`config.mk`:
```
export PLATFORM = sky130hd
export DESIGN_NAME = cache_top
export DESIGN_NICKNAME = d
export VERILOG_FILES = /design/src/design/cache_pkg.sv /design/src/design/cache_top.sv /design/src/design/cache_result.sv /design/src/design/cache_data_store.sv /design/src/design/cache_line_fill.sv /design/src/design/cache_decode.sv
export SDC_FILE = /design/constraint.sdc
export NUM_CORES = 2
export LEC_CHECK = 0
export BUFFER_PORTS_ARGS = -buffer_cell sky130_fd_sc_hd__buf_4
export CAP_MARGIN = 20
export CORE_UTILIZATION = 55
export DETAILED_ROUTE_END_ITERATION = 6
export PLACE_DENSITY = 0.67
export SLEW_MARGIN = 5
export SYNTH_ARGS = -nofsm -noshare
export SYNTH_HDL_FRONTEND = slang
export SYNTH_SLANG_ARGS = --single-unit
export TNS_END_PERCENT = 5
```
`constraint.sdc`:
```
create_clock -name clk_i -period 7.6 [get_ports clk_i]
set_input_delay 2.28 -clock clk_i [delete_from_list [all_inputs] [get_ports clk_i]]
set_output_delay 2.28 -clock clk_i [all_outputs]
set_load 0.1 [all_outputs]
```
`src/design/cache_pkg.sv`:
```
package cache_pkg;

   // front-end and backend sizes
   localparam int ADDR_W = 16;
   localparam int DATA_W = 32;

   // line geometry
   localparam int LINE_WORDS = 4;
   localparam int WORD_OFF_W = 2;
   localparam int LINES = 16;
   localparam int INDEX_W = 4;

   // address fields, tag on top, byte offset at the bottom
   localparam int BYTE_OFF_W = 2;
   localparam int TAG_W = ADDR_W - INDEX_W - WORD_OFF_W - BYTE_OFF_W;

   localparam int BE_ADDR_W = ADDR_W;  // backend sees byte addresses too

   typedef enum logic {
      op_read       = 1'b0,
      op_invalidate = 1'b1
   } cache_op_e;

   // refill channel states
   typedef enum logic [1:0] {
      fill_idle  = 2'd0,
      fill_beats = 2'd1,
      fill_done  = 2'd2
   } fill_state_e;

endpackage
```
`src/design/cache_top.sv`:
```
`timescale 1ns/1ps

module cache_top (
   input  logic                             clk_i,
   input  logic                             arst_i,
   input  logic                             req_valid_i,
   input  cache_pkg::cache_op_e             req_op_i,
   input  logic [cache_pkg::ADDR_W-1:0]     req_addr_i,
   output logic                             req_ready_o,
   output logic                             resp_valid_o,
   output logic [cache_pkg::DATA_W-1:0]     resp_data_o,
   input  logic                             resp_ready_i,
   output logic                             be_valid_o,
   output logic [cache_pkg::BE_ADDR_W-1:0]  be_addr_o,
   input  logic                             be_ready_i,
   input  logic                             be_rvalid_i,
   input  logic [cache_pkg::DATA_W-1:0]     be_rdata_i
);
   import cache_pkg::*;

   logic                     fill_start;
   logic [TAG_W+INDEX_W-1:0] fill_tag_idx;
   logic                     fill_done;
   logic                     fill_we;
   logic [WORD_OFF_W-1:0]    fill_word;
   logic [DATA_W-1:0]        fill_data;
   logic                     rd_en;
   logic [INDEX_W-1:0]       rd_index;
   logic [WORD_OFF_W-1:0]    rd_word;
   logic [DATA_W-1:0]        rd_data;
   logic                     lookup_valid;
   cache_op_e                lookup_op;
   logic                     resp_done;

   cache_decode u_decode (
      .clk_i          (clk_i),
      .arst_i         (arst_i),
      .req_valid_i    (req_valid_i),
      .req_op_i       (req_op_i),
      .req_addr_i     (req_addr_i),
      .req_ready_o    (req_ready_o),
      .fill_start_o   (fill_start),
      .fill_tag_idx_o (fill_tag_idx),
      .fill_done_i    (fill_done),
      .rd_en_o        (rd_en),
      .rd_index_o     (rd_index),
      .rd_word_o      (rd_word),
      .lookup_valid_o (lookup_valid),
      .lookup_op_o    (lookup_op),
      .resp_done_i    (resp_done)
   );

   cache_line_fill u_line_fill (
      .clk_i          (clk_i),
      .arst_i         (arst_i),
      .fill_start_i   (fill_start),
      .fill_tag_idx_i (fill_tag_idx),
      .fill_done_o    (fill_done),
      .be_valid_o     (be_valid_o),
      .be_addr_o      (be_addr_o),
      .be_ready_i     (be_ready_i),
      .be_rvalid_i    (be_rvalid_i),
      .be_rdata_i     (be_rdata_i),
      .fill_we_o      (fill_we),
      .fill_word_o    (fill_word),
      .fill_data_o    (fill_data)
   );

   // decode holds the missing line's index for the whole refill
   cache_data_store u_data_store (
      .clk_i        (clk_i),
      .fill_we_i    (fill_we),
      .fill_index_i (fill_tag_idx[INDEX_W-1:0]),
      .fill_word_i  (fill_word),
      .fill_data_i  (fill_data),
      .rd_en_i      (rd_en),
      .rd_index_i   (rd_index),
      .rd_word_i    (rd_word),
      .rd_data_o    (rd_data)
   );

   cache_result u_result (
      .clk_i          (clk_i),
      .arst_i         (arst_i),
      .lookup_valid_i (lookup_valid),
      .lookup_op_i    (lookup_op),
      .rd_data_i      (rd_data),
      .resp_valid_o   (resp_valid_o),
      .resp_data_o    (resp_data_o),
      .resp_ready_i   (resp_ready_i),
      .resp_done_o    (resp_done)
   );

endmodule

```
`src/design/cache_result.sv`:
```
`timescale 1ns/1ps

module cache_result (
   input  logic                          clk_i,
   input  logic                          arst_i,
   input  logic                          lookup_valid_i,
   input  cache_pkg::cache_op_e          lookup_op_i,
   input  logic [cache_pkg::DATA_W-1:0]  rd_data_i,
   output logic                          resp_valid_o,
   output logic [cache_pkg::DATA_W-1:0]  resp_data_o,
   input  logic                          resp_ready_i,
   output logic                          resp_done_o
);
   import cache_pkg::*;

   logic      pend_q;
   cache_op_e op_q;

   assign resp_done_o = resp_valid_o && resp_ready_i;

   always_ff @(posedge clk_i) begin
      if (lookup_valid_i) begin
         op_q <= lookup_op_i;
      end
      // store output is ready now, one cycle after the lookup
      if (pend_q) begin
         resp_data_o <= (op_q == op_invalidate) ? '0 : rd_data_i;
      end
   end

   always_ff @(posedge clk_i or posedge arst_i) begin
      if (arst_i) begin
         pend_q       <= 1'b0;
         resp_valid_o <= 1'b0;
      end else begin
         pend_q <= lookup_valid_i;
         if (pend_q) begin
            resp_valid_o <= 1'b1;
         end else if (resp_done_o) begin
            resp_valid_o <= 1'b0;  // held until the handshake
         end
      end
   end

endmodule

```
`src/design/cache_data_store.sv`:
```
`timescale 1ns/1ps

module cache_data_store (
   input  logic                              clk_i,
   input  logic                              fill_we_i,
   input  logic [cache_pkg::INDEX_W-1:0]     fill_index_i,
   input  logic [cache_pkg::WORD_OFF_W-1:0]  fill_word_i,
   input  logic [cache_pkg::DATA_W-1:0]      fill_data_i,
   input  logic                              rd_en_i,
   input  logic [cache_pkg::INDEX_W-1:0]     rd_index_i,
   input  logic [cache_pkg::WORD_OFF_W-1:0]  rd_word_i,
   output logic [cache_pkg::DATA_W-1:0]      rd_data_o
);
   import cache_pkg::*;

   // one entry per word, line index in the upper address bits
   logic [DATA_W-1:0]             mem [LINES*LINE_WORDS];
   logic [INDEX_W+WORD_OFF_W-1:0] wr_addr;
   logic [INDEX_W+WORD_OFF_W-1:0] rd_addr;

   assign wr_addr = {fill_index_i, fill_word_i};
   assign rd_addr = {rd_index_i, rd_word_i};

   always_ff @(posedge clk_i) begin
      if (fill_we_i) begin
         mem[wr_addr] <= fill_data_i;
      end
   end

   always_ff @(posedge clk_i) begin
      if (rd_en_i) begin
         rd_data_o <= mem[rd_addr];  // valid the cycle after rd_en_i
      end
   end

endmodule

```
`src/design/cache_line_fill.sv`:
```
`timescale 1ns/1ps

module cache_line_fill (
   input  logic                                           clk_i,
   input  logic                                           arst_i,
   input  logic                                           fill_start_i,
   input  logic [cache_pkg::TAG_W+cache_pkg::INDEX_W-1:0] fill_tag_idx_i,
   output logic                                           fill_done_o,
   output logic                                           be_valid_o,
   output logic [cache_pkg::BE_ADDR_W-1:0]                be_addr_o,
   input  logic                                           be_ready_i,
   input  logic                                           be_rvalid_i,
   input  logic [cache_pkg::DATA_W-1:0]                   be_rdata_i,
   output logic                                           fill_we_o,
   output logic [cache_pkg::WORD_OFF_W-1:0]               fill_word_o,
   output logic [cache_pkg::DATA_W-1:0]                   fill_data_o
);
   import cache_pkg::*;

   fill_state_e              state;
   logic [WORD_OFF_W-1:0]    word_cnt;
   logic [TAG_W+INDEX_W-1:0] line_q;
   logic                     req_pend;
   logic                     beat;
   logic                     last_beat;
   logic                     be_accept;

   // one beat per accepted word request, returned in order
   assign beat      = (state == fill_beats) && be_rvalid_i;
   assign last_beat = beat && (word_cnt == WORD_OFF_W'(LINE_WORDS - 1));
   assign be_accept = be_valid_o && be_ready_i;

   // next word is requested only once the previous beat is back
   assign be_valid_o = (state == fill_beats) && !req_pend;
   assign be_addr_o  = {line_q, word_cnt, {BYTE_OFF_W{1'b0}}};

   assign fill_we_o   = beat;
   assign fill_word_o = word_cnt;
   assign fill_data_o = be_rdata_i;
   assign fill_done_o = (state == fill_done);

   always_ff @(posedge clk_i) begin
      if ((state == fill_idle) && fill_start_i) begin
         line_q <= fill_tag_idx_i;
      end
   end

   always_ff @(posedge clk_i or posedge arst_i) begin
      if (arst_i) begin
         state    <= fill_idle;
         word_cnt <= '0;
         req_pend <= 1'b0;
      end else begin
         case (state)
            fill_idle: begin
               word_cnt <= '0;
               req_pend <= 1'b0;
               if (fill_start_i) begin
                  state <= fill_beats;
               end
            end
            fill_beats: begin
               if (be_rvalid_i) begin
                  req_pend <= 1'b0;
                  word_cnt <= word_cnt + 1'b1;  // wraps to zero after the last word
               end else if (be_accept) begin
                  req_pend <= 1'b1;
               end
               if (last_beat) begin
                  state <= fill_done;
               end
            end
            fill_done: begin
               // last word lands in the store, decode may replay next cycle
               state <= fill_idle;
            end
            default: state <= fill_idle;
         endcase
      end
   end

endmodule

```
`src/design/cache_decode.sv`:
```
`timescale 1ns/1ps

module cache_decode (
   input  logic                                           clk_i,
   input  logic                                           arst_i,
   input  logic                                           req_valid_i,
   input  cache_pkg::cache_op_e                           req_op_i,
   input  logic [cache_pkg::ADDR_W-1:0]                   req_addr_i,
   output logic                                           req_ready_o,
   output logic                                           fill_start_o,
   output logic [cache_pkg::TAG_W+cache_pkg::INDEX_W-1:0] fill_tag_idx_o,
   input  logic                                           fill_done_i,
   output logic                                           rd_en_o,
   output logic [cache_pkg::INDEX_W-1:0]                  rd_index_o,
   output logic [cache_pkg::WORD_OFF_W-1:0]               rd_word_o,
   output logic                                           lookup_valid_o,
   output cache_pkg::cache_op_e                           lookup_op_o,
   input  logic                                           resp_done_i
);
   import cache_pkg::*;

   typedef enum logic [1:0] {
      dec_idle,
      dec_lookup,
      dec_fill,
      dec_resp
   } dec_state_e;

   dec_state_e         state;
   cache_op_e          op_q;
   logic [ADDR_W-1:0]  addr_q;
   logic [TAG_W-1:0]   tag_mem [LINES];
   logic [LINES-1:0]   valid_q;
   logic [TAG_W-1:0]   tag;
   logic [INDEX_W-1:0] index;
   logic               hit;
   logic               accept;

   assign tag    = addr_q[ADDR_W-1 -: TAG_W];
   assign index  = addr_q[BYTE_OFF_W+WORD_OFF_W +: INDEX_W];
   assign hit    = valid_q[index] && (tag_mem[index] == tag);
   assign accept = req_valid_i && req_ready_o;

   assign req_ready_o    = (state == dec_idle);
   assign fill_start_o   = (state == dec_lookup) && (op_q == op_read) && !hit;
   assign fill_tag_idx_o = {tag, index};
   assign lookup_valid_o = (state == dec_lookup) && ((op_q == op_invalidate) || hit);
   assign lookup_op_o    = op_q;
   assign rd_en_o        = lookup_valid_o;
   assign rd_index_o     = index;
   assign rd_word_o      = addr_q[BYTE_OFF_W +: WORD_OFF_W];

   always_ff @(posedge clk_i) begin
      if (accept) begin
         op_q   <= req_op_i;
         addr_q <= req_addr_i;
      end
      if ((state == dec_fill) && fill_done_i) begin
         tag_mem[index] <= tag;  // line now belongs to this tag
      end
   end

   always_ff @(posedge clk_i or posedge arst_i) begin
      if (arst_i) begin
         state   <= dec_idle;
         valid_q <= '0;
      end else begin
         case (state)
            dec_idle: begin
               if (accept) begin
                  state <= dec_lookup;
               end
            end
            dec_lookup: begin
               if (op_q == op_invalidate) begin
                  valid_q[index] <= 1'b0;
                  state          <= dec_resp;
               end else if (hit) begin
                  state <= dec_resp;
               end else begin
                  state <= dec_fill;  // miss, wait for the refill
               end
            end
            dec_fill: begin
               if (fill_done_i) begin
                  valid_q[index] <= 1'b1;
                  state          <= dec_lookup;  // replay, hits this time
               end
            end
            dec_resp: begin
               if (resp_done_i) begin
                  state <= dec_idle;
               end
            end
            default: state <= dec_idle;
         endcase
      end
   end

endmodule

```
# Word level (Yosys, flattened, before mapping)
# Memories as Yosys holds them, arrays and structs flattened. A register that Yosys moved wholly into a read port is not among the register bits.
# Index checks and enable logic that the tools add are counted.
[word_totals]
reg_bits = 87
ramBits = 2176
input_bits = 55
out_inout_bits = 51
word_cells = 90
n_memories = 2
[memory_table]
columns = ["memory", "depth", "width", "read_ports", "rd_ports_with_merged_regs", "write_ports", "line_no", "text"]
rows = [
  ["u_data_store.mem", 64, 32, 1, 1, 1, "cache_data_store.sv:17", "logic [DATA_W-1:0] mem [LINES*LINE_WORDS];"],
  ["u_decode.tag_mem", 16, 8, 1, 1, 1, "cache_decode.sv:32", "logic [TAG_W-1:0] tag_mem [LINES];"],
]
[op_classes]
add_sub_neg = 1
n_lt_le_gt_ge = 2
eq_ne = 15
mux = 28
bitwise_logic = 4
reduce_logical = 26
[ops]
columns = ["cell", "count"]
rows = [
  ["$mux 16", 2],
  ["$pmux 16 s2", 1],
  ["$and 16x16->16", 1],
  ["$not 16->16", 1],
  ["$or 16x16->16", 1],
  ["$mux 2", 7],
  ["$logic_and 1x1->1", 13],
  ["$mux 1", 11],
  ["$eq 2x2->1 const B", 4],
  ["$eq 8x8->1", 1],
  ["$ne 2x1->1 const B", 4],
  ["$pmux 2 s2", 2],
  ["$pmux 2 s4", 1],
  ["$ne 2x2->1 const B", 3],
  ["$reduce_and 2->1", 3],
  ["$reduce_and 3->1", 2],
  ["$reduce_bool 2->1", 3],
  ["$lt 4x5->1 const B", 1],
  ["$bmux 1 s4", 1],
  ["$demux 1 s4", 1],
  ["$eq 2x1->1 const B", 2],
  ["$ge 4x1->1 const B", 1],
  ["$logic_not 2->1", 2],
  ["$mux 4", 1],
  ["other kinds (6)", 7],
]

# Logic depth before layout (Yosys ltp)
[depth]
depth_word = 8
ltp_mapped = 12
ltp_nobuf = 8

# Cells and area by module
# A second synthesis with hierarchy kept.
[hier_totals]
hier_cells = 3840
area_unflattened_um2 = 87704.1
[by_module_without_submodules]
columns = ["module", "n_inst", "cells_per_inst", "area_each_um2", "seq_area_each_um2"]
rows = [
  ["cache_data_store", 1, 3324, 78835.6, 62459.9],
  ["cache_decode", 1, 363, 6661.4, 4824.6],
  ["cache_result", 1, 74, 1285.0, 1041.0],
  ["cache_line_fill", 1, 79, 922.1, 485.5],
]

# Worst setup path before layout
# OpenSTA, ideal clock, no wires.
[synth_timing]
kind = "reg2out"
from = "register u_line_fill.state[0]"
to = "output port be_valid_o"
arrival_time_ns = 2.809
required_time_ns = 5.320
slack_ns = 2.511
stages_incl_launch_ff = 3
path_buffers = 1
path_cell_list = "dfrtp_1 -> clkbuf_1 -> nor3b_1"
[synth_between]
elab_chain_cells = 2
[synth_rtl]
columns = ["element", "line_no", "text"]
rows = [
  ["from (decl)", "cache_line_fill.sv:20", "fill_state_e state;"],
  ["from (signal assigned)", "cache_line_fill.sv:50", "state <= fill_idle;"],
  ["from (signal assigned)", "cache_line_fill.sv:59", "state <= fill_beats;"],
  ["from (signal assigned)", "cache_line_fill.sv:70", "state <= fill_done;"],
  ["$eq 2x1->1", "cache_line_fill.sv:34", "assign be_valid_o = (state == fill_beats) && !req_pend;"],
  ["$logic_and 1x1->1", "cache_line_fill.sv:34", ""],
  ["to (decl)", "cache_top.sv:13", "output logic be_valid_o,"],
]
# Every way passes these cells.

==> impl_metrics.yaml <==
outcome:
  outcome: "completed"
global_route:
  global_route.overflow_total: 0
  pin_count_of_the_biggest_net_entering_global_routing: 132
  grt_antenna_before_repair: 9
  grt_most_used_layer: "met2"
  grt_util_all_layers: 0.2687
  wire_length_of_the_first_global_routing_pass_um: 302000
  first_global_vias: 40550
  globalRouteMet2Util: 0.4214
  gr-usage-met3: 0.06453
  gr-usage-met1: 0.3852
critical_path:
  worst_setup_path_end_kind: "register"
  worst_r2r_path_depth: 9
  worst_path_max_delay_cell: "sky130_fd_sc_hd__dfxtp_1"
  critPathBufInv: 2
  crit_top_cell: "sky130_fd_sc_hd__buf_4"
  crit_end: "u_data_store.rd_data_o[1]"
  timing.reg2reg.setup_slack_ns: 2.61
  cpPeakStageDelay_ns: 0.83
  cp_cell_sequence: "buf_4, mux4_2, mux2i_1, o22ai_1, a2111oi_0, nor2_1, nor4_2, a31o_2, buf_4"
  rr_endpoint: "u_data_store.rd_data_o[1]"
  worst-endpoint-required_ns: 8.07
  cp_num_cells: 9
  critical_path_fanouts_max: 21
  cp_top_family: "compound AO/OA/AOI/OAI gates"
  worstSetupPathType: "reg -> reg"
  startpoint_type: "register"
  timing.critical_path.arrival_ns: 5.46
timing:
  finalSetupViolations: 0
  worst_slew_pin_slew_ns: 1.195
  timing.final.crit_period_ns: 4.986
  max-slew-margin-rel: 0.2014
  timing.final.max_slew_violations: 0
  final.hold.worst_slack_ns: 0.4988
  final.setup_skew_ns: 0.03897
  hold_violations: 0
  grt_setup_unrepaired: "no"
  fin_crit_sh: 0.6561
  max_clock_freq_mhz: 200.6
  fin_tns_setup_ns: 0
yosys:
  yosysSeqAreaShare: 0.7856
  synth_top_area_share: 0.7776
  ys_warn_count: 0
  synth.most_common_cell: "sky130_fd_sc_hd__edfxtp_1"
  postSynth.asyncResetShare: 0.01088
  synth.lib_cells_used.distinct: 50
  synth-edff-count: 2268
  synth_largest_area_cell: "sky130_fd_sc_hd__edfxtp_1"
  synthesis.instances: 3683
  synth-seq-cells: 2297
  netlist_area_um2: 87590
  post_synth_main_area_contributors: "sky130_fd_sc_hd__edfxtp_1 (78%), sky130_fd_sc_hd__mux4_2 (16%), sky130_fd_sc_hd__mux2i_1 (0.81%)"
  ys.flop_type: "sky130_fd_sc_hd__edfxtp_1"
  avgSynthCellArea_um2: 23.78
  synth.cells.most_frequent: "sky130_fd_sc_hd__edfxtp_1 (2,268), sky130_fd_sc_hd__mux4_2 (641), sky130_fd_sc_hd__nor2_1 (106), sky130_fd_sc_hd__clkbuf_1 (84), sky130_fd_sc_hd__o21ai_0 (81)"
die:
  core-area_um2: 158200
  die_height_um: 401.1
  die_width_um: 401.1
  floorplan.die_area_um2: 160900
  std_cell_rows: 146
  design.portCount: 106
  initial_standard_cell_utilization_of_the_core: 0.5537
clock_tree:
  cts_made_buffers: 222
  cts_setup_buffers: 0
  holdBufCountCts: 0
  htree_num_levels: 4
  worst_setup_hold_path_clk_slew_ns: 0.06
  cts.sinks: 2297
  ctsRootBufferMaster: "sky130_fd_sc_hd__clkbuf_16"
  cts_resized: 0
  cts_tree: "yes"
  clk-insertion-delay-late_ns: 0.87
  max-clock-path-buffers: 3
finish:
  area_growth_pct: 12.73
  antenna_cells_inserted: 0
  multi_input_area_um2: 18210
  fillCellCount: 10420
  nets: 4008
  ff_latch_area_um2: 68810
  layout-drive-gt1-share: 0.3021
route:
  routed-via-count: 40590
  drc_errors: 0
  drt_iter0_drc: 5405
  initial_drt_pass_iterations: 6
  drt.antenna.violating_nets: 0
  wl_per_cell_um: 34.50
  viasPerCell: 6.549
  detail_route.wirelength_um: 213800
pwr:
  pd_cells_nw_per_um2: 294.6
  power.static_leakage_nw: 30.85
  max-vdd-ir-drop_v: 0.0002565
place:
  detailedPlacementHpwl_um: 122900
  io_buffers: 101
  finalWeightedCongestion: 0.8205
hold_path:
  hold_class: "reg -> reg"
flow_run:
  number_of_max_capacitance_violations_reported: 0
-- worst min-delay path, cell delays in order (launching register included) --
cell                      delay, ns
sky130_fd_sc_hd__dfrtp_1       0.34
sky130_fd_sc_hd__a21oi_1       0.05
sky130_fd_sc_hd__nor2_1        0.07
-- final cells by class --
cell class                 instances  area share
timing repair buffer             235     0.02096
clock inverter                   118     0.01194
multi-input combinational       1181      0.1844
inverter                          10   0.0003802
sequential                      2297      0.6969
tap                             2072     0.02626
clock buffer                     284     0.05915
-- state kept, by name, summed over array words and instances (netlist names), named ones only --
name                     cells
u_decode.tag_mem           128
u_result.resp_data_o        32
u_line_fill.fill_word_o      2
u_decode.lookup_op_o         1
u_decode.state               2
u_line_fill.state            2
u_data_store.mem          2048
u_result.resp_valid_o        1
u_line_fill.line_q          12
u_result.pend_q              1
u_data_store.rd_data_o      32
u_line_fill.req_pend         1
u_result.op_q                1
u_decode.addr_q             14
-- layout by cell type, fill, tap and decap left out, types with 41 or more instances in the layout --
master | synthesis | layout
sky130_fd_sc_hd__edfxtp_1 | 2268 | 2268
sky130_fd_sc_hd__mux4_2 | 641 | 641
sky130_fd_sc_hd__clkbuf_16 | 0 | 224
sky130_fd_sc_hd__buf_4 | 48 | 213
sky130_fd_sc_hd__o21ai_0 | 81 | 81
sky130_fd_sc_hd__mux2i_1 | 71 | 71
sky130_fd_sc_hd__nor2_4 | 0 | 64
sky130_fd_sc_hd__nand2_1 | 63 | 63
sky130_fd_sc_hd__clkbuf_1 | 84 | 59
sky130_fd_sc_hd__clkinv_1 | 0 | 51
sky130_fd_sc_hd__nor2b_1 | 47 | 44
sky130_fd_sc_hd__nor2_1 | 106 | 41
-- report_power, final --
group | total (mW) | internal (mW) | switching, mW
clock | 10.7 | 6.01 | 4.67
combinational | 3.90 | 1.48 | 2.42
sequential | 14.5 | 14.3 | 0.191
-- cell families (layout without fill, tap and decap cells) --
group	count (synthesis)	count (layout)	synth area share
flops	2297	2297	0.7856
mux	717	717	0.1736
simple gates	273	273	0.01444
buf+inv	206	647	0.01220
compound gates	177	177	0.01267
fa+ha+maj	6	6	0.0008571
xor+xnor	6	6	0.0006000
other cells	1	2	0.00004281
-- worst min path at each step --
stage                     cells past startpoint                  start  slack (ns)                    end
after floorplan                               0     u_decode.addr_q[4]        0.42  u_line_fill.line_q[0]
final                                         2   u_line_fill.req_pend        0.50   u_line_fill.req_pend
after CTS                                     2   u_line_fill.req_pend        0.50   u_line_fill.req_pend
after global routing                          1  u_result.resp_valid_o        0.54  u_result.resp_valid_o
after detailed placement                      2   u_line_fill.req_pend        0.49   u_line_fill.req_pend
after global placement                        2               register        0.48               register
-- routing by layer --
layer,share of wire,up-vias
met5,0.00013,-
met4,0.024,4
met3,0.094,285
met2,0.48,2009
met1,0.40,22000
li1,-,16290
-- metrics by stage --
step                      cells  worst slack [ns]  total power [mW]  utilization  cell area (um2)
after detailed placement   5791             2.051             18.68       0.5792            91630
after floorplan            3684             2.511             17.33            -            87590
final                      6197             2.614             29.08       0.6242            98740
after global placement     5784             2.044             18.64       0.5783            91480
after CTS                  6193             2.498             29.22       0.6236            98650
after global routing       6197             2.280             29.89       0.6242            98740
Note: power is estimated with default switching activity, not from simulation.
